==> config.mk <==
export PLATFORM = sky130hd
export DESIGN_NAME = conv_engine
export DESIGN_NICKNAME = d
export VERILOG_FILES = /design/src/logic/conv_data_pkg.sv /design/src/logic/conv_ctrl_pkg.sv /design/src/logic/acc_ctrl_if.sv /design/src/logic/flag_delay.sv /design/src/logic/acc_sequencer.sv /design/src/logic/multiplier_array.sv /design/src/logic/accumulator_array.sv /design/src/logic/conv_engine.sv
export VERILOG_INCLUDE_DIRS = /design/src /design/src/logic
export SDC_FILE = /design/constraint.sdc
export NUM_CORES = 1
export LEC_CHECK = 0
export BUFFER_PORTS_ARGS = -buffer_cell sky130_fd_sc_hd__buf_4
export CORE_MARGIN = 8
export CORE_UTILIZATION = 32
export CTS_CLUSTER_DIAMETER = 40
export DETAILED_ROUTE_END_ITERATION = 16
export PLACE_DENSITY = 0.5
export SLEW_MARGIN = 20
export SYNTH_ARGS = -nofsm -noshare
export SYNTH_HDL_FRONTEND = slang
export SYNTH_SLANG_ARGS = --single-unit
==> constraint.sdc <==
create_clock -name clk -period 5.35 [get_ports clk]
set_input_delay 1.07 -clock clk [delete_from_list [all_inputs] [get_ports clk]]
set_output_delay 1.07 -clock clk [all_outputs]
set_load 0.01 [all_outputs]
==> src/logic/conv_consts.svh <==
// engine sizes; widths must satisfy conv_word_out >= 2*conv_word_in and conv_lat_mul >= 1.
`ifndef CONV_CONSTS_SVH
`define CONV_CONSTS_SVH

// pixel lanes processed side by side, one output sum per lane.
`define CONV_UNITS 4

// signed pixel and weight width.
`define CONV_WORD_IN 8

// accumulator width, sums wrap modulo 2**CONV_WORD_OUT.
`define CONV_WORD_OUT 24

// multiplier pipeline depth in enabled cycles.
// the flag delay line uses the same depth so control stays aligned.
`define CONV_LAT_MUL 3

`endif

==> src/logic/conv_data_pkg.sv <==
// datapath word types; all widths come from conv_consts.svh and nothing here is configurable.
`include "conv_consts.svh"

package conv_data_pkg;

  // input words, two's complement.
  typedef logic signed [`CONV_WORD_IN-1:0] pixel_t;
  typedef logic signed [`CONV_WORD_IN-1:0] weight_t;

  // full precision product of one pixel and one weight.
  typedef logic signed [2*`CONV_WORD_IN-1:0] product_t;

  // running sum per lane.
  typedef logic signed [`CONV_WORD_OUT-1:0] sum_t;

  // one element per lane, lane 0 sits in the low bits of the flat buses.
  typedef pixel_t pixel_vec_t [`CONV_UNITS];
  typedef product_t product_vec_t [`CONV_UNITS];
  typedef sum_t sum_vec_t [`CONV_UNITS];

endpackage

==> src/logic/conv_ctrl_pkg.sv <==
// control types for the beat flags and accumulator sequencing; 1x1 kernels only.
package conv_ctrl_pkg;

  // flags that ride along with every input beat.
  typedef struct packed {
    logic valid;    // beat carries pixels and a weight.
    logic cin_last; // last input channel of the pixel group.
    logic last;     // last group of the image.
  } beat_flags_t;

  // what the accumulators do with the next product beat.
  typedef enum logic {
    ST_FRESH, // next product starts a new sum.
    ST_SUM    // next product adds onto the running sum.
  } acc_state_e;

endpackage

==> src/logic/acc_ctrl_if.sv <==
// accumulator control bundle; all four signals are combinational from the sequencer.
`timescale 1ns/1ns

interface acc_ctrl_if;

  logic acc_en;   // a product beat is at the accumulator inputs.
  logic bypass;   // load the product, drop the old sum.
  logic sum_done; // this beat finishes the sums.
  logic sum_last; // finished sums close the image.

  // sequencer side.
  modport ctrl (
    output acc_en,
    output bypass,
    output sum_done,
    output sum_last
  );

  // accumulator side.
  modport acc (
    input acc_en,
    input bypass,
    input sum_done,
    input sum_last
  );

endinterface

==> src/logic/flag_delay.sv <==
// flag delay line matched to the multiplier depth; advances only with clken, cin_last gated by valid.
`timescale 1ns/1ns
`include "conv_consts.svh"

module flag_delay
  import conv_ctrl_pkg::*;
(
  input  logic        clk,
  input  logic        clken,
  input  logic        reset,
  input  beat_flags_t flags_in,
  output beat_flags_t flags_out
);

  // one stage per multiplier register, stage 0 takes the new beat.
  beat_flags_t stage [`CONV_LAT_MUL];

  always_ff @(posedge clk) begin
    if (reset) begin
      for (int i = 0; i < `CONV_LAT_MUL; i++) begin
        stage[i] <= '0; // pipeline empty after reset.
      end
    end else if (clken) begin
      stage[0] <= flags_in;
      for (int i = 1; i < `CONV_LAT_MUL; i++) begin
        stage[i] <= stage[i-1]; // same shift as the product pipe.
      end
    end
  end

  // lines up with products at the multiplier output.
  assign flags_out = stage[`CONV_LAT_MUL-1];

  // the top gates cin_last with valid, so a bare cin_last means a broken stage.
  a_cin_last_valid : assert property (
    @(posedge clk) disable iff (reset)
    flags_out.cin_last |-> flags_out.valid
  ) else $error("flag_delay: cin_last left the delay line without valid");

endmodule

==> src/logic/acc_sequencer.sv <==
// accumulator sequencer; assumes last only ever comes on a cin_last beat.
`timescale 1ns/1ns

module acc_sequencer
  import conv_ctrl_pkg::*;
(
  input  logic        clk,
  input  logic        clken,
  input  logic        reset,
  input  beat_flags_t flags,
  acc_ctrl_if.ctrl    ctrl
);

  acc_state_e state;
  acc_state_e state_next;

  // next state only matters on a valid beat.
  always_comb begin
    if (flags.cin_last) begin
      state_next = ST_FRESH; // group closes, next beat starts over.
    end else begin
      state_next = ST_SUM;   // more channels to come.
    end
  end

  always_ff @(posedge clk) begin
    if (reset) begin
      state <= ST_FRESH;
    end else if (clken && flags.valid) begin
      state <= state_next; // idle cycles leave the state alone.
    end
  end

  // controls are plain decodes of the delayed flags.
  assign ctrl.acc_en   = flags.valid;
  assign ctrl.bypass   = (state == ST_FRESH);       // first channel of a group.
  assign ctrl.sum_done = flags.valid & flags.cin_last;
  assign ctrl.sum_last = flags.valid & flags.last;  // image end rides with the sum.

  // image end has to land on a finished group, else m_last is lost.
  a_last_on_done : assert property (
    @(posedge clk) disable iff (reset)
    ctrl.sum_last |-> ctrl.sum_done
  ) else $error("acc_sequencer: image end flagged on a beat that does not finish a sum");

endmodule

==> src/logic/multiplier_array.sv <==
// lane multipliers; no reset, products are only meaningful where the delayed valid is set.
`timescale 1ns/1ns
`include "conv_consts.svh"

module multiplier_array
  import conv_data_pkg::*;
(
  input  logic         clk,
  input  logic         clken,
  input  pixel_vec_t   pixels,
  input  weight_t      weight,
  output product_vec_t products
);

  // pipe[0] holds the raw product, the rest just carry it.
  product_vec_t pipe [`CONV_LAT_MUL];

  always_ff @(posedge clk) begin
    if (clken) begin
      for (int u = 0; u < `CONV_UNITS; u++) begin
        pipe[0][u] <= pixels[u] * weight; // signed by signed, full width.
      end
      for (int s = 1; s < `CONV_LAT_MUL; s++) begin
        pipe[s] <= pipe[s-1];
      end
    end
  end

  // one shared weight for every lane.
  // products leave CONV_LAT_MUL enabled cycles after the beat.
  assign products = pipe[`CONV_LAT_MUL-1];

endmodule

==> src/logic/accumulator_array.sv <==
// lane accumulators; sums wrap modulo 2**CONV_WORD_OUT and output has no backpressure.
`timescale 1ns/1ns
`include "conv_consts.svh"

module accumulator_array
  import conv_data_pkg::*;
(
  input  logic         clk,
  input  logic         clken,
  input  logic         reset,
  input  product_vec_t products,
  acc_ctrl_if.acc      ctrl,
  output logic         m_valid,
  output logic         m_last,
  output sum_vec_t     m_data
);

  sum_vec_t sum_q;    // running sums.
  sum_vec_t sum_next; // sums after this beat.
  logic     out_flag; // output register holds a fresh beat.

  always_comb begin
    for (int u = 0; u < `CONV_UNITS; u++) begin
      if (ctrl.bypass) begin
        sum_next[u] = sum_t'(products[u]);              // sign extended load.
      end else begin
        sum_next[u] = sum_q[u] + sum_t'(products[u]);   // wraps on overflow.
      end
    end
  end

  // sums and output words.
  always_ff @(posedge clk) begin
    if (clken && ctrl.acc_en) begin
      sum_q <= sum_next;
    end
    if (clken && ctrl.sum_done) begin
      m_data <= sum_next; // finished group goes out on the same edge.
    end
  end

  always_ff @(posedge clk) begin
    if (reset) begin
      out_flag <= 1'b0;
      m_last   <= 1'b0;
    end else if (clken) begin
      out_flag <= ctrl.sum_done; // held for one enabled cycle.
      if (ctrl.sum_done) begin
        m_last <= ctrl.sum_last;
      end
    end
  end

  // a stalled cycle must not count as a second transfer.
  assign m_valid = out_flag & clken;

  // a finished group needs its last product at the inputs.
  a_done_with_product : assert property (
    @(posedge clk) disable iff (reset)
    ctrl.sum_done |-> ctrl.acc_en
  ) else $error("accumulator_array: sums finished without a product beat");

endmodule

==> src/logic/conv_engine.sv <==
// 1x1 conv engine top; clken is the only flow control, the consumer cannot stall m_valid.
`timescale 1ns/1ns
`include "conv_consts.svh"

module conv_engine
  import conv_data_pkg::*;
  import conv_ctrl_pkg::*;
(
  input  logic                                  clk,
  input  logic                                  clken,
  input  logic                                  reset,
  input  logic                                  s_valid,
  input  logic                                  s_cin_last,
  input  logic                                  s_last,
  input  logic [`CONV_UNITS*`CONV_WORD_IN-1:0]  s_pixels,
  input  logic [`CONV_WORD_IN-1:0]              s_weight,
  output logic                                  s_ready,
  output logic                                  m_valid,
  output logic                                  m_last,
  output logic [`CONV_UNITS*`CONV_WORD_OUT-1:0] m_data
);

  pixel_vec_t   pixels;
  product_vec_t products;
  sum_vec_t     sums;
  beat_flags_t  in_flags;
  beat_flags_t  mul_flags; // flags aligned with products.

  acc_ctrl_if acc_ctrl ();

  // input taken whenever the engine runs.
  assign s_ready = clken;

  // strobes only count on a valid beat.
  assign in_flags.valid    = s_valid;
  assign in_flags.cin_last = s_valid & s_cin_last;
  assign in_flags.last     = s_valid & s_last;

  // lane u lives at bits u*width.
  for (genvar u = 0; u < `CONV_UNITS; u++) begin : g_lane
    assign pixels[u] = s_pixels[u*`CONV_WORD_IN +: `CONV_WORD_IN];
    assign m_data[u*`CONV_WORD_OUT +: `CONV_WORD_OUT] = sums[u];
  end

  multiplier_array i_multiplier_array (
    .clk      (clk),
    .clken    (clken),
    .pixels   (pixels),
    .weight   (s_weight),
    .products (products)
  );

  flag_delay i_flag_delay (
    .clk       (clk),
    .clken     (clken),
    .reset     (reset),
    .flags_in  (in_flags),
    .flags_out (mul_flags)
  );

  acc_sequencer i_acc_sequencer (
    .clk   (clk),
    .clken (clken),
    .reset (reset),
    .flags (mul_flags),
    .ctrl  (acc_ctrl.ctrl)
  );

  accumulator_array i_accumulator_array (
    .clk      (clk),
    .clken    (clken),
    .reset    (reset),
    .products (products),
    .ctrl     (acc_ctrl.acc),
    .m_valid  (m_valid),
    .m_last   (m_last),
    .m_data   (sums)
  );

endmodule

======== Word level (Yosys, flattened, before mapping) ========
Memories as Yosys holds them, arrays and structs flattened.
Cells that the tools add are included.
storage, ports and cells
  logic and storage cells ................. 46
  memories kept ........................... 2
  bits in writable memories ............... 201
  bits in registers ....................... 195
cells by class
  reduce and logical (&&, ||, !) cells .... 3
  add/subtract/negate cells ............... 4
  bitwise operators ....................... 8
  mux-type cells .......................... 14
  multipliers ............................. 4
memories
  name                     depth  bits a word  rd ports  clocked after Yosys merged registers in  write ports  line                    text
  i_multiplier_array.pipe  3      64           3         0                                        3            multiplier_array.sv:16  product_vec_t pipe [`CONV_LAT_MUL];
  i_flag_delay.stage       3      3            3         0                                        3            flag_delay.sv:16        beat_flags_t stage [`CONV_LAT_MUL];
operators with widths
  operator           number
  $add 24x16->24     4
  $mux 24            4
  $mul 8x8->16       4
  $mux 3             3
  $mux 1             7
  $and 1x1->1        5
  $or 1x1->1         3
  $logic_and 1x1->1  2
  $reduce_and 2->1   1

======== Depth between registers and ports, before layout ========
Gate-level depths: netlist (run 1).
  depth after elaboration ................. 4
  mapped depth ............................ 20
  gate-level depth less buffers ........... 19

======== Cells and area by module ========
From an unflattened synthesis (run 1), not the netlist that was laid out.
unflattened totals
  cells, all modules ...................... 2448
  area total of the unflattened synthesis .. 28139.5 µm²
modules (own cells, without submodules)
  module             area an instance (µm²)  times used  cells each
  multiplier_array   16296.9                 1           1393
  accumulator_array  11384.7                 1           1023
  flag_delay         377.9                   1           22
  acc_sequencer      60.1                    1           7
  conv_engine        20.0                    1           3

======== Worst setup path after synthesis (run 1) ========
OpenSTA, ideal clock, no wires.
  path kind ............................... input-to-reg
  from .................................... input port s_weight[6]
  to ...................................... memory i_multiplier_array.pipe[0][62] (netlist name), data pin
  arrival ................................. 5.312 ns
  path buffers ............................ 2
  cell stages on the path ................. 19
  setup slack ............................. -0.223 ns
  cells stage by stage .................... clkbuf_1 > clkbuf_1 > nand2_1 > fa_1 > fa_1 > inv_1 > fa_1 > inv_1 > fa_1 > inv_1 > ha_1 > o21ai_0 > a21boi_0 > o21ai_0 > a21boi_0 > o21ai_0 > a21boi_0 > nor4_1 > a311o_1
RTL lines
  element      line                    text
  from (decl)  conv_engine.sv:16       input logic [`CONV_WORD_IN-1:0] s_weight,
  to (decl)    multiplier_array.sv:16

==> results of run 1 <==
## worst min-delay path by stage
stage | slack [ns] | end | depth (start not counted) | startpoint
CTS | 0.41 | i_multiplier_array.pipe[0][174]$_DFFE_PP_ | 0 | i_multiplier_array.pipe[0][110]$_DFFE_PP_
floorplan | 0.40 | i_multiplier_array.pipe[0][100]$_DFFE_PP_ | 0 | i_multiplier_array.pipe[0][36]$_DFFE_PP_
global route | 0.41 | i_multiplier_array.pipe[0][95]$_DFFE_PP_ | 0 | i_multiplier_array.pipe[0][31]$_DFFE_PP_
finish | 0.41 | i_multiplier_array.pipe[0][125]$_DFFE_PP_ | 0 | i_multiplier_array.pipe[0][61]$_DFFE_PP_
global placement | 0.40 | i_multiplier_array.pipe[0][117]$_DFFE_PP_ | 0 | i_multiplier_array.pipe[0][53]$_DFFE_PP_
detailed placement | 0.40 | i_multiplier_array.pipe[0][100]$_DFFE_PP_ | 0 | i_multiplier_array.pipe[0][36]$_DFFE_PP_
## flip-flops by register name (all words and copies together) (netlist names)
| name | cells |
|---|---|
| i_accumulator_array.out_flag | 1 |
| i_accumulator_array.sum_q | 96 |
| i_flag_delay.stage | 9 |
| i_accumulator_array.m_last | 1 |
| i_acc_sequencer.state | 1 |
| i_multiplier_array.pipe | 192 |
| i_accumulator_array.m_data | 96 |
## where the power goes
| group | total [mW] | leakage, nW | internal (mW) | switching, mW |
|---|---|---|---|---|
| combinational | 5.50 | 9.32 | 2.60 | 2.89 |
| clock | 3.90 | 0.977 | 2.31 | 1.59 |
| sequential | 4.44 | 3.75 | 4.25 | 0.189 |
## final cells by class
cell class	instances	area (um^2)	area share, %
clock buffer	60	1460	4.43
clock inverter	46	572	1.74
inverter	376	1410	4.29
multi-input combinational	1516	14100	42.7
sequential	396	11900	36.0
tap	1144	1430	4.35
timing repair buffer	277	2130	6.48
## per-layer routing
metal | up-vias | share of wire [%] | global-route usage [%]
met4 | 2 | 2.7 | 3.94
met1 | 8391 | 47 | 16.9
met2 | 263 | 45 | 20.2
li1 | 8554 | - | -
met5 | - | 0.015 | 0
met3 | 101 | 4.9 | 2.67
## repair_timing
action                                 CTS  global route
setup endpoints to repair                0             5
resized for setup                        0             9
endpoints found under the hold margin    0             0
## cell usage in the layout, fill, tap and decap left out, types with 83 or more instances in the layout
cell | netlist | final
nor2_1 | 91 | 91
and2_1 | 176 | 175
edfxtp_1 | 393 | 393
nand2_1 | 120 | 120
a21oi_1 | 83 | 83
inv_1 | 375 | 375
fa_1 | 224 | 224
buf_4 | 1 | 272
xnor2_1 | 92 | 92
ha_1 | 208 | 208
## cell families (layout without fill, tap and decap cells)
| family | Yosys count | count (layout) | synth area share (%) |
|---|---|---|---|
| and+or+nand+nor | 551 | 551 | 10.6 |
| adders and majority gates | 432 | 432 | 25.8 |
| buffers and inverters | 426 | 759 | 5.83 |
| DFF | 396 | 396 | 43.1 |
| AOI/OAI and AO/OA | 362 | 362 | 8.77 |
| xor gates and xnor gates | 115 | 115 | 3.66 |
| muxes | 56 | 56 | 2.28 |
==> metrics.md, run 1 <==
| Metric | Value |
|---|---|
| Setup WS pre-CTS | `-0.381 ns` |
| Post-DR vias/cell | `roughly 4.5` |
| Max H-tree Level | `2` |
| WP data required | `roughly 5.7 ns` |
| Initial antenna violation count | `1` |
| CTS tree | `yes` |
| Register area share after synthesis | `roughly 43%` |
| Total power | `13.8 mW` |
| Dpl cells | `~3,700` |
| Crit-path slowest cell | `fa_1` |
| Setup TNS | `0 ns` |
| Crit start category | `input pin` |
| Crit end category | `register` |
| P_leak | `approximately 14 nW` |
| Crit path max-delay family | `adder cells` |
| Syn avg cell area | `around 12 um^2` |
| Hold_buf cts | `0` |
| YS warnings | `0` |
| Largest stage delay on the critical path | `0.44 ns` |
| R2r endpoint | `i_accumulator_array.m_data[22]$_DFFE_PP_` |
| Die area | `between 0.09 and 0.1 mm^2` |
| Grt ovf | `0` |
| Crit path time final | `5.03 ns` |
| EDFF count, synth | `393` |
| Synth area leader | `edfxtp_1` |
| Critical path type | `in -> reg` |
| Final Hold Fails | `0` |
| Max-cap violation count | `0` |
| Layout cells sized above 1 | `17.1%` |
| Yosys top cell area share | `a little over two fifths` |
| DR pass1 iterations | `5` |
| GRT Util Overall | `around an eighth` |
| Ports | `145` |
| Gp weighted congestion | `0.815` |
| Buf+Inv Stages, Crit Path | `6` |
| Worst-case reg-to-reg path depth | `12` |
| Core area | `around 0.085 mm^2` |
| Post-route clock skew | `0.0198 ns` |
| Cell variety after synth | `a little over 70` |
| Setup Buffers After CTS | `0` |
| Mapped Cells | `about 2,300` |
| Die W | `about 310 um` |
| Starting Density | `32.3%` |
| Drt wl/cell | `about 16 um` |
| CP cell instances | `buf_4 > buf_4 > buf_4 > and2_1 > ha_1 > fa_1 > ha_1 > inv_1 > fa_1 > inv_1 > ha_1 > inv_1 > fa_1 > nor2b_1 > o21ai_0 > a21boi_1 > o21ai_0 > a21boi_1 > o21ai_0 > a21boi_1 > nor4_1 > a311o_1` |
| CP arrival | `~5.4 ns` |
| CP endpoint | `i_multiplier_array.pipe[0][46]$_DFFE_PP_` |
| Routed Antenna Nets | `0` |
| Clock latency on the worst-skew pair | `~0.6 ns` |
| Vias in the first global route | `around 19,000` |
| Slew margin rel. | `around two fifths` |
| Drt initial violations | `706` |
| Final Routed Wirelength | `59,600 um` |
| Prevailing post-synth register cell | `edfxtp_1` |
| Hold crit path type | `reg -> reg` |
| Non-Filler Instances | `between 3,000 and 4,000` |
| IO buf count | `roughly 140` |
| Area Growth Syn to Fin | `19.7%` |
| Crit share post-route | `between 90% and 100%` |
| Nets@finish | `3,102` |
| TritonCTS Buffers | `57` |
| Dpl hpwl | `roughly 45,000 um` |
| Reg2Reg Launch Point | `i_multiplier_array.pipe[0][128]$_DFFE_PP_` |
| Status | `complete, no violations` |
| Max-slew violations | `0` |
| DRC viols | `0` |
| Largest net degree at the start of global routing | `98` |
| Fin Hold WS | `between 0.4 and 0.5 ns` |
| Final core utilization | `between 30% and 40%` |
| Crit path depth | `22` |
| Clock buffer depth | `3` |
| Root Buffer | `clkbuf_16` |
| Cell Area, Placed | `between 0.03 and 0.04 mm^2` |
| Final WS setup | `around 0.32 ns` |
| Height of the die | `309 um` |
| #FFs+latches synth | `between 300 and 400` |
| Vias | `roughly 17,000` |
| Mapped Nets | `2,816` |
| Top-count cell post-synth | `edfxtp_1` |
| Synth Cell Area | `~0.028 mm^2` |
| RSZ-0062 raised after global routing | `false` |
| Synth cell count leaders | `edfxtp_1 (393), inv_1 (375), fa_1 (224)` |
| ANT cells | `0` |
| Crit path launch | `s_weight[2]` |
| Core Rows | `about 110` |
| Design area | `~0.033 mm^2` |
| Fillers | `8,285` |
| Setup Viol. Count Final | `0` |
| Synth top area cells | `edfxtp_1 (43%), fa_1 (16%), ha_1 (9.5%)` |
| Global-route wire length before repair | `between 90,000 and 100,000 um` |
| Clk sinks | `between 300 and 400` |
| Crit-path max FO | `15` |
| Worst slew pin tran | `between 0.8 and 0.9 ns` |
| R2R Setup Slk | `1.76 ns` |
| Clock slew seen by the registers of the worst setup and hold paths | `~0.06 ns` |
| Async set-reset flop share out of synthesis | `0%` |
| Pwr Density | `420 mW/mm^2` |
| VDD IR-drop max | `0.240 mV` |
| FMAX | `between 150 and 200 MHz` |
Power figures use the tool's default switching activity.
==> inputs of run 2 (changes only) <==
--- a/config.mk
+++ b/config.mk
@@ -7,11 +7,13 @@
 export NUM_CORES = 1
 export LEC_CHECK = 0
 export BUFFER_PORTS_ARGS = -buffer_cell sky130_fd_sc_hd__buf_4
+export CELL_PAD_IN_SITES_DETAIL_PLACEMENT = 1
+export CELL_PAD_IN_SITES_GLOBAL_PLACEMENT = 2
 export CORE_MARGIN = 8
 export CORE_UTILIZATION = 32
 export CTS_CLUSTER_DIAMETER = 40
 export DETAILED_ROUTE_END_ITERATION = 16
-export PLACE_DENSITY = 0.5
+export PLACE_DENSITY = 0.67
 export SLEW_MARGIN = 20
 export SYNTH_ARGS = -nofsm -noshare
 export SYNTH_HDL_FRONTEND = slang
==> run 2 against run 1 <==
Clock power about the same. Combinational power up 3.8%. Clock skew up 0.0052 ns.
==> metrics.md, run 2 (synthesized netlist as in run 1, its figures left out) <==
| Metric | Value |
|---|---|
| Status | `complete, no violations` |
| Crit end category | `register` |
| Crit share post-route | `approximately 95%` |
| VDD IR-drop max | `0.199 mV` |
| Post-route clock skew | `around 0.025 ns` |
| Top reg by flops | `i_multiplier_array.pipe` |
| Layout cells sized above 1 | `between 10% and 20%` |
| Max-slew violations | `0` |
| Clock buffer depth | `3` |
| DRC viols | `0` |
| Final Routed Wirelength | `65,200 um` |
| Global-route wire length before repair | `107,000 um` |
| Crit path max-delay family | `adder cells` |
| CP arrival | `5.42 ns` |
| Drt wl/cell | `about 17 um` |
| Final Hold Fails | `0` |
| Crit start category | `input pin` |
| IO buf count | `approximately 140` |
| Clock slew seen by the registers of the worst setup and hold paths | `0.06 ns` |
| Core Rows | `107` |
| Root Buffer | `clkbuf_16` |
| Total power | `about 14 mW` |
| Setup WS pre-CTS | `-0.524 ns` |
| Setup Viol. Count Final | `0` |
| TritonCTS Buffers | `60` |
| Top Registers | `i_multiplier_array.pipe: 192 flops, i_accumulator_array.m_data: 96 flops, i_accumulator_array.sum_q: 96 flops` |
| Drt initial violations | `between 600 and 700` |
| RSZ-0062 raised after global routing | `false` |
| Crit-path slowest cell | `fa_1` |
| Clock latency on the worst-skew pair | `just over 0.6 ns` |
| CTS tree | `yes` |
| Grt ovf | `0` |
| Met2 GRT Util | `a little under a quarter` |
| Buf+Inv Stages, Crit Path | `6` |
| Vias | `between 15,000 and 20,000` |
| Commonest non-fill, non-tap cells in the layout | `edfxtp_1 (393), inv_1 (375), buf_4 (280)` |
| P_leak | `roughly 14 nW` |
| Hold path start | `i_multiplier_array.pipe[0][9]$_DFFE_PP_` |
| Busiest grt layer | `met2` |
| Pwr Density | `between 400 and 500 mW/mm^2` |
| Starting Density | `roughly a third` |
| Largest register FFs | `about 190` |
| Post-DR vias/cell | `around 4.6` |
| Crit-path max FO | `19` |
| Crit path time final | `5.08 ns` |
| Vias in the first global route | `19,700` |
| Final WS setup | `between 0.2 and 0.3 ns` |
| Height of the die | `309 um` |
| Clk sinks | `between 300 and 400` |
| WP data required | `between 5 and 6 ns` |
| Max-cap violation count | `0` |
| Nets@finish | `between 3,000 and 4,000` |
| Gp weighted congestion | `around 0.8` |
| M1 GR Usage | `about a fifth` |
| Most common cell after layout, fill and taps aside | `edfxtp_1` |
| Critical path type | `in -> reg` |
| Core area | `approximately 0.085 mm^2` |
| Die W | `between 300 and 400 um` |
| Worst slew pin tran | `1.10 ns` |
| Slew margin rel. | `approximately a quarter` |
| CP cell instances | `buf_4 > and2_1 > fa_1 > inv_1 > fa_1 > inv_1 > fa_1 > inv_1 > fa_1 > inv_1 > ha_1 > o21ai_0 > a21boi_1 > o21ai_0 > a21boi_1 > o21ai_0 > a21boi_1 > buf_4 > a311o_1` |
| Max H-tree Level | `2` |
| Ports | `145` |
| Area Growth Syn to Fin | `20.1%` |
| Reg2Reg Launch Point | `i_multiplier_array.pipe[0][144]$_DFFE_PP_` |
| GRT Util Overall | `13.7%` |
| DR pass1 iterations | `5` |
| Largest stage delay on the critical path | `approximately 0.53 ns` |
| Dpl hpwl | `50,100 um` |
| Initial antenna violation count | `1` |
| Routed Antenna Nets | `0` |
| FMAX | `around 200 MHz` |
| Crit path launch | `s_weight[2]` |
| Met3 track demand over resource | `1.99%` |
| Largest net degree at the start of global routing | `around 140` |
| Die area | `between 0.09 and 0.1 mm^2` |
| Hold crit path type | `reg -> reg` |
## run 2: cell types whose count changed in the layout (fill, tap and decap cells not counted), moves of 3 or more
cell,before,now
clkbuf_16,58,61
clkbuf_1,2,5
buf_4,272,280
inv_8,9,4
clkinv_1,2,9
buf_12,2,6
clkinv_8,8,1
inv_6,7,12
## run 2: final cells by class
| class | instances | area (um^2) |
|---|---|---|
| Clock inverter | 46 | 479 |
| Fill cell | 9294 | 52100 |
| Tap cell | 1144 | 1430 |
| Clock buffer | 66 | 1550 |
| Inverter | 376 | 1410 |
| Sequential cell | 396 | 11900 |
| Timing Repair Buffer | 288 | 2250 |
| Multi-Input combinational cell | 1516 | 14100 |
| Antenna cell | 1 | 2.50 |
## run 2: power by group
| part | leakage, nW | internal, mW | switching, mW |
|---|---|---|---|
| combinational | 9.38 | 2.67 | 3.04 |
| clock | 0.981 | 2.41 | 1.49 |
| sequential | 3.75 | 4.26 | 0.194 |
| total | 14.1 | 9.33 | 4.73 |
## run 2: worst paths after layout
path                                         endpoint  slack, ns  cells after the start
min          i_multiplier_array.pipe[0][73]$_DFFE_PP_       0.41                      0
min reg2reg  i_multiplier_array.pipe[0][73]$_DFFE_PP_       0.41                      0
max reg2reg   i_accumulator_array.sum_q[40]$_DFFE_PP_       1.79                     12
max          i_multiplier_array.pipe[0][46]$_DFFE_PP_       0.27                     19
## run 2: through the flow
stage / hold slack (ns) / cells / util (%) / cell area [um^2] / TNS [ns]
after floorplan: 0.400 / 2338 / - / 27500 / -0.0182
after global placement: 0.401 / 3719 / 36.4 / 31000 / -2.41
after global routing: 0.413 / 3832 / 38.8 / 33000 / 0
after CTS: 0.413 / 3831 / 38.8 / 33000 / 0
final: 0.413 / 3833 / 38.8 / 33000 / 0
after detailed placement: 0.405 / 3719 / 36.4 / 31000 / -4.18
## run 2: routing by layer
layer	share of wire [%]	vias up
li1	-	8571
met1	49	8782
met2	47	195
met3	3.3	74
met4	1.6	0
met5	0	-
## run 2: timing repair
action	CTS	global route
buffers inserted	0	1
endpoints found under the setup margin	0	7
hold buffers	0	0
resized for setup	0	10
==> inputs of run 3 (changes only) <==
--- a/config.mk
+++ b/config.mk
@@ -17,4 +17,5 @@
 export SLEW_MARGIN = 20
 export SYNTH_ARGS = -nofsm -noshare
 export SYNTH_HDL_FRONTEND = slang
+export SYNTH_HIERARCHICAL = 1
 export SYNTH_SLANG_ARGS = --single-unit
==> run 3 against run 2 <==
Core utilization fell by 1.7 points. Clock-buffer cell count rose by 1. Non-clock buffer count fell by 112. Setup slack improved by 0.40 ns. Final area fell by 2.3%. Register-to-register slack improved by 0.42 ns. Clock skew fell by 0.0029 ns. Sequential cell count did not move. First-iteration DRC count rose by 2.3%.
==> metrics.md, run 3 <==
| Metric | Value |
|---|---|
| Clock latency on the worst-skew pair | `0.61 ns` |
| Top-count cell post-synth | `edfxtp_1` |
| Final Hold Fails | `0` |
| Drt wl/cell | `16.6 um` |
| Synth cell count leaders | `edfxtp_1 (393), inv_1 (335), fa_1 (224)` |
| Root Buffer | `clkbuf_16` |
| Post-route clock skew | `0.0221 ns` |
| Largest net degree at the start of global routing | `~140` |
| Worst slew pin tran | `between 0.9 and 1 ns` |
| Die W | `313 um` |
| Grt ovf | `0` |
| Synth area leader | `edfxtp_1` |
| Final Routed Wirelength | `approximately 63,000 um` |
| Hold crit path type | `reg -> reg` |
| WP data required | `between 5 and 6 ns` |
| Crit start category | `input pin` |
| FMAX | `about 210 MHz` |
| Prevailing post-synth register cell | `edfxtp_1` |
| Top Registers | `i_multiplier_array/pipe: 192 flops, i_accumulator_array/m_data: 96 flops, i_accumulator_array/sum_q: 96 flops` |
| P_leak | `approximately 14 nW` |
| Clock buffer depth | `3` |
| Yosys top cell area share | `41.9%` |
| Starting Density | `roughly 32%` |
| Max-slew violations | `0` |
| Non-Filler Instances | `3,775` |
| Pwr Density | `about 420 mW/mm^2` |
| Fin Hold WS | `0.407 ns` |
| TritonCTS Buffers | `a little over 60` |
| Post-CTS sizing | `0` |
| Vias in the first global route | `slightly below 20,000` |
| EDFF count, synth | `just under 400` |
| DRC viols | `0` |
| YS warnings | `6` |
| Gp weighted congestion | `between 0.8 and 0.9` |
| Routed Antenna Nets | `0` |
| Die area | `about 0.098 mm^2` |
| #FFs+latches synth | `approximately 400` |
| Nets@finish | `around 3,000` |
| RSZ-0062 raised after global routing | `false` |
| Largest register FFs | `192` |
| Global-route wire length before repair | `roughly 100,000 um` |
| Cell variety after synth | `78` |
| Setup WS pre-CTS | `between 0.02 and 0.025 ns` |
| Max-cap violation count | `0` |
| Core Rows | `approximately 110` |
| Most common cell after layout, fill and taps aside | `edfxtp_1` |
| Final WS setup | `about 0.67 ns` |
| Total power | `between 10 and 15 mW` |
| CP arrival | `5.04 ns` |
| Setup Viol. Count Final | `0` |
| Area Growth Syn to Fin | `14.7%` |
| IO buf count | `approximately 140` |
| Critical path type | `in -> reg` |
| Synth Cell Area | `around 0.028 mm^2` |
| Register area share after synthesis | `~42%` |
| Height of the die | `around 310 um` |
| Synth top area cells | `edfxtp_1 (42%), fa_1 (16%), ha_1 (9.2%)` |
| Layout cells sized above 1 | `around an eighth` |
| Top reg by flops | `i_multiplier_array/pipe` |
| Slew margin rel. | `between 30% and 40%` |
| Syn avg cell area | `about 11 um^2` |
| Max H-tree Level | `2` |
| DR pass1 iterations | `5` |
| Dpl cells | `approximately 3,700` |
| Core area | `0.0870 mm^2` |
| Crit end category | `register` |
| Mapped Cells | `around 2,400` |
| Crit path time final | `between 4 and 5 ns` |
| Async set-reset flop share out of synthesis | `0%` |
| Hold_buf cts | `0` |
| Clock slew seen by the registers of the worst setup and hold paths | `around 0.060 ns` |
| Status | `complete, no violations` |
| Drt initial violations | `between 600 and 700` |
| Initial antenna violation count | `5` |
| Commonest non-fill, non-tap cells in the layout | `edfxtp_1 (393), inv_1 (333), fa_1 (224)` |
| Setup TNS | `0 ns` |
| GRT Util Overall | `12.8%` |
| CTS tree | `yes` |
| Dpl hpwl | `between 40,000 and 50,000 um` |
| VDD IR-drop max | `roughly 0.23 mV` |
| Setup Buffers After CTS | `0` |
| Crit share post-route | `between 80% and 90%` |
| Mapped Nets | `slightly below 3,000` |
| Clk sinks | `between 300 and 400` |
| Vias | `about 18,000` |
| Crit-path max FO | `11` |
| Post-DR vias/cell | `roughly 4.7` |
| Ports | `approximately 150` |
==> run 3: worst paths after layout <==
kind | cells after the start | slack, ns | to | startpoint
max | 18 | 0.67 | i_multiplier_array/pipe[0][31]$_DFFE_PP_ | s_weight[2]
min | 0 | 0.41 | i_multiplier_array/pipe[0][78]$_DFFE_PP_ | i_multiplier_array/pipe[0][14]$_DFFE_PP_
max reg2reg | 9 | 2.21 | i_accumulator_array/sum_q[47]$_DFFE_PP_ | i_multiplier_array/pipe[0][145]$_DFFE_PP_
min reg2reg | 0 | 0.41 | i_multiplier_array/pipe[0][78]$_DFFE_PP_ | i_multiplier_array/pipe[0][14]$_DFFE_PP_
==> run 3: kinds of logic after synthesis <==
logic type | share of synthesized area [%]
AO/OA/AOI/OAI | 10.1
XOR/XNOR | 4.26
adder cells (fa/ha/maj) | 25.2
buffers and inverters | 7.03
flip-flops | 42.2
multiplexers | 0.431
AND/OR/NAND/NOR | 10.8
==> run 3: power by group <==
part / internal, mW / switching [mW] / total (mW)
Sequential: 4.26 / 0.170 / 4.43
Clock: 2.34 / 1.53 / 3.86
Combinational: 2.38 / 3.01 / 5.39
Total: 8.98 / 4.71 / 13.7
==> run 3: routing by layer <==
metal / up-vias / GRT usage [%] / share of wire, %
met4: 4 / 3.26 / 2.0
met5: - / 0 / 0.045
li1: 8567 / - / -
met1: 8979 / 16.7 / 47
met2: 199 / 21.9 / 48
met3: 94 / 2.32 / 3.4
==> run 3: cell type report <==
class                           count  area [um^2]
Clock buffer                       67         1590
Sequential cell                   396        11900
Antenna cell                        4         10.0
Clock inverter                     47          434
Inverter                          336         1270
Fill cell                        9476        54700
Timing Repair Buffer              176         1370
Tap cell                         1155         1450
Multi-Input combinational cell   1594        14300
==> run 3: worst max-delay path, cell delays in order <==
cell and delay (ns):
buf_4 0.17, buf_4 0.17, and2_1 0.15, fa_1 0.53, inv_1 0.06, fa_1 0.52
inv_1 0.05, fa_1 0.47, inv_1 0.05, fa_1 0.47, inv_1 0.04, ha_1 0.31
o21ai_1 0.14, o211ai_1 0.12, o211a_1 0.19, a41o_1 0.25, a21oi_1 0.17, xnor2_1 0.10
==> run 3: per-stage QoR <==
step,cell area (um^2),utilization (%)
2_1_floorplan,28100,-
3_3_place_gp,30200,34.7
3_5_place_dp,30200,34.7
4_1_cts,32300,37.1
5_1_grt,32300,37.1
6_report,32300,37.1
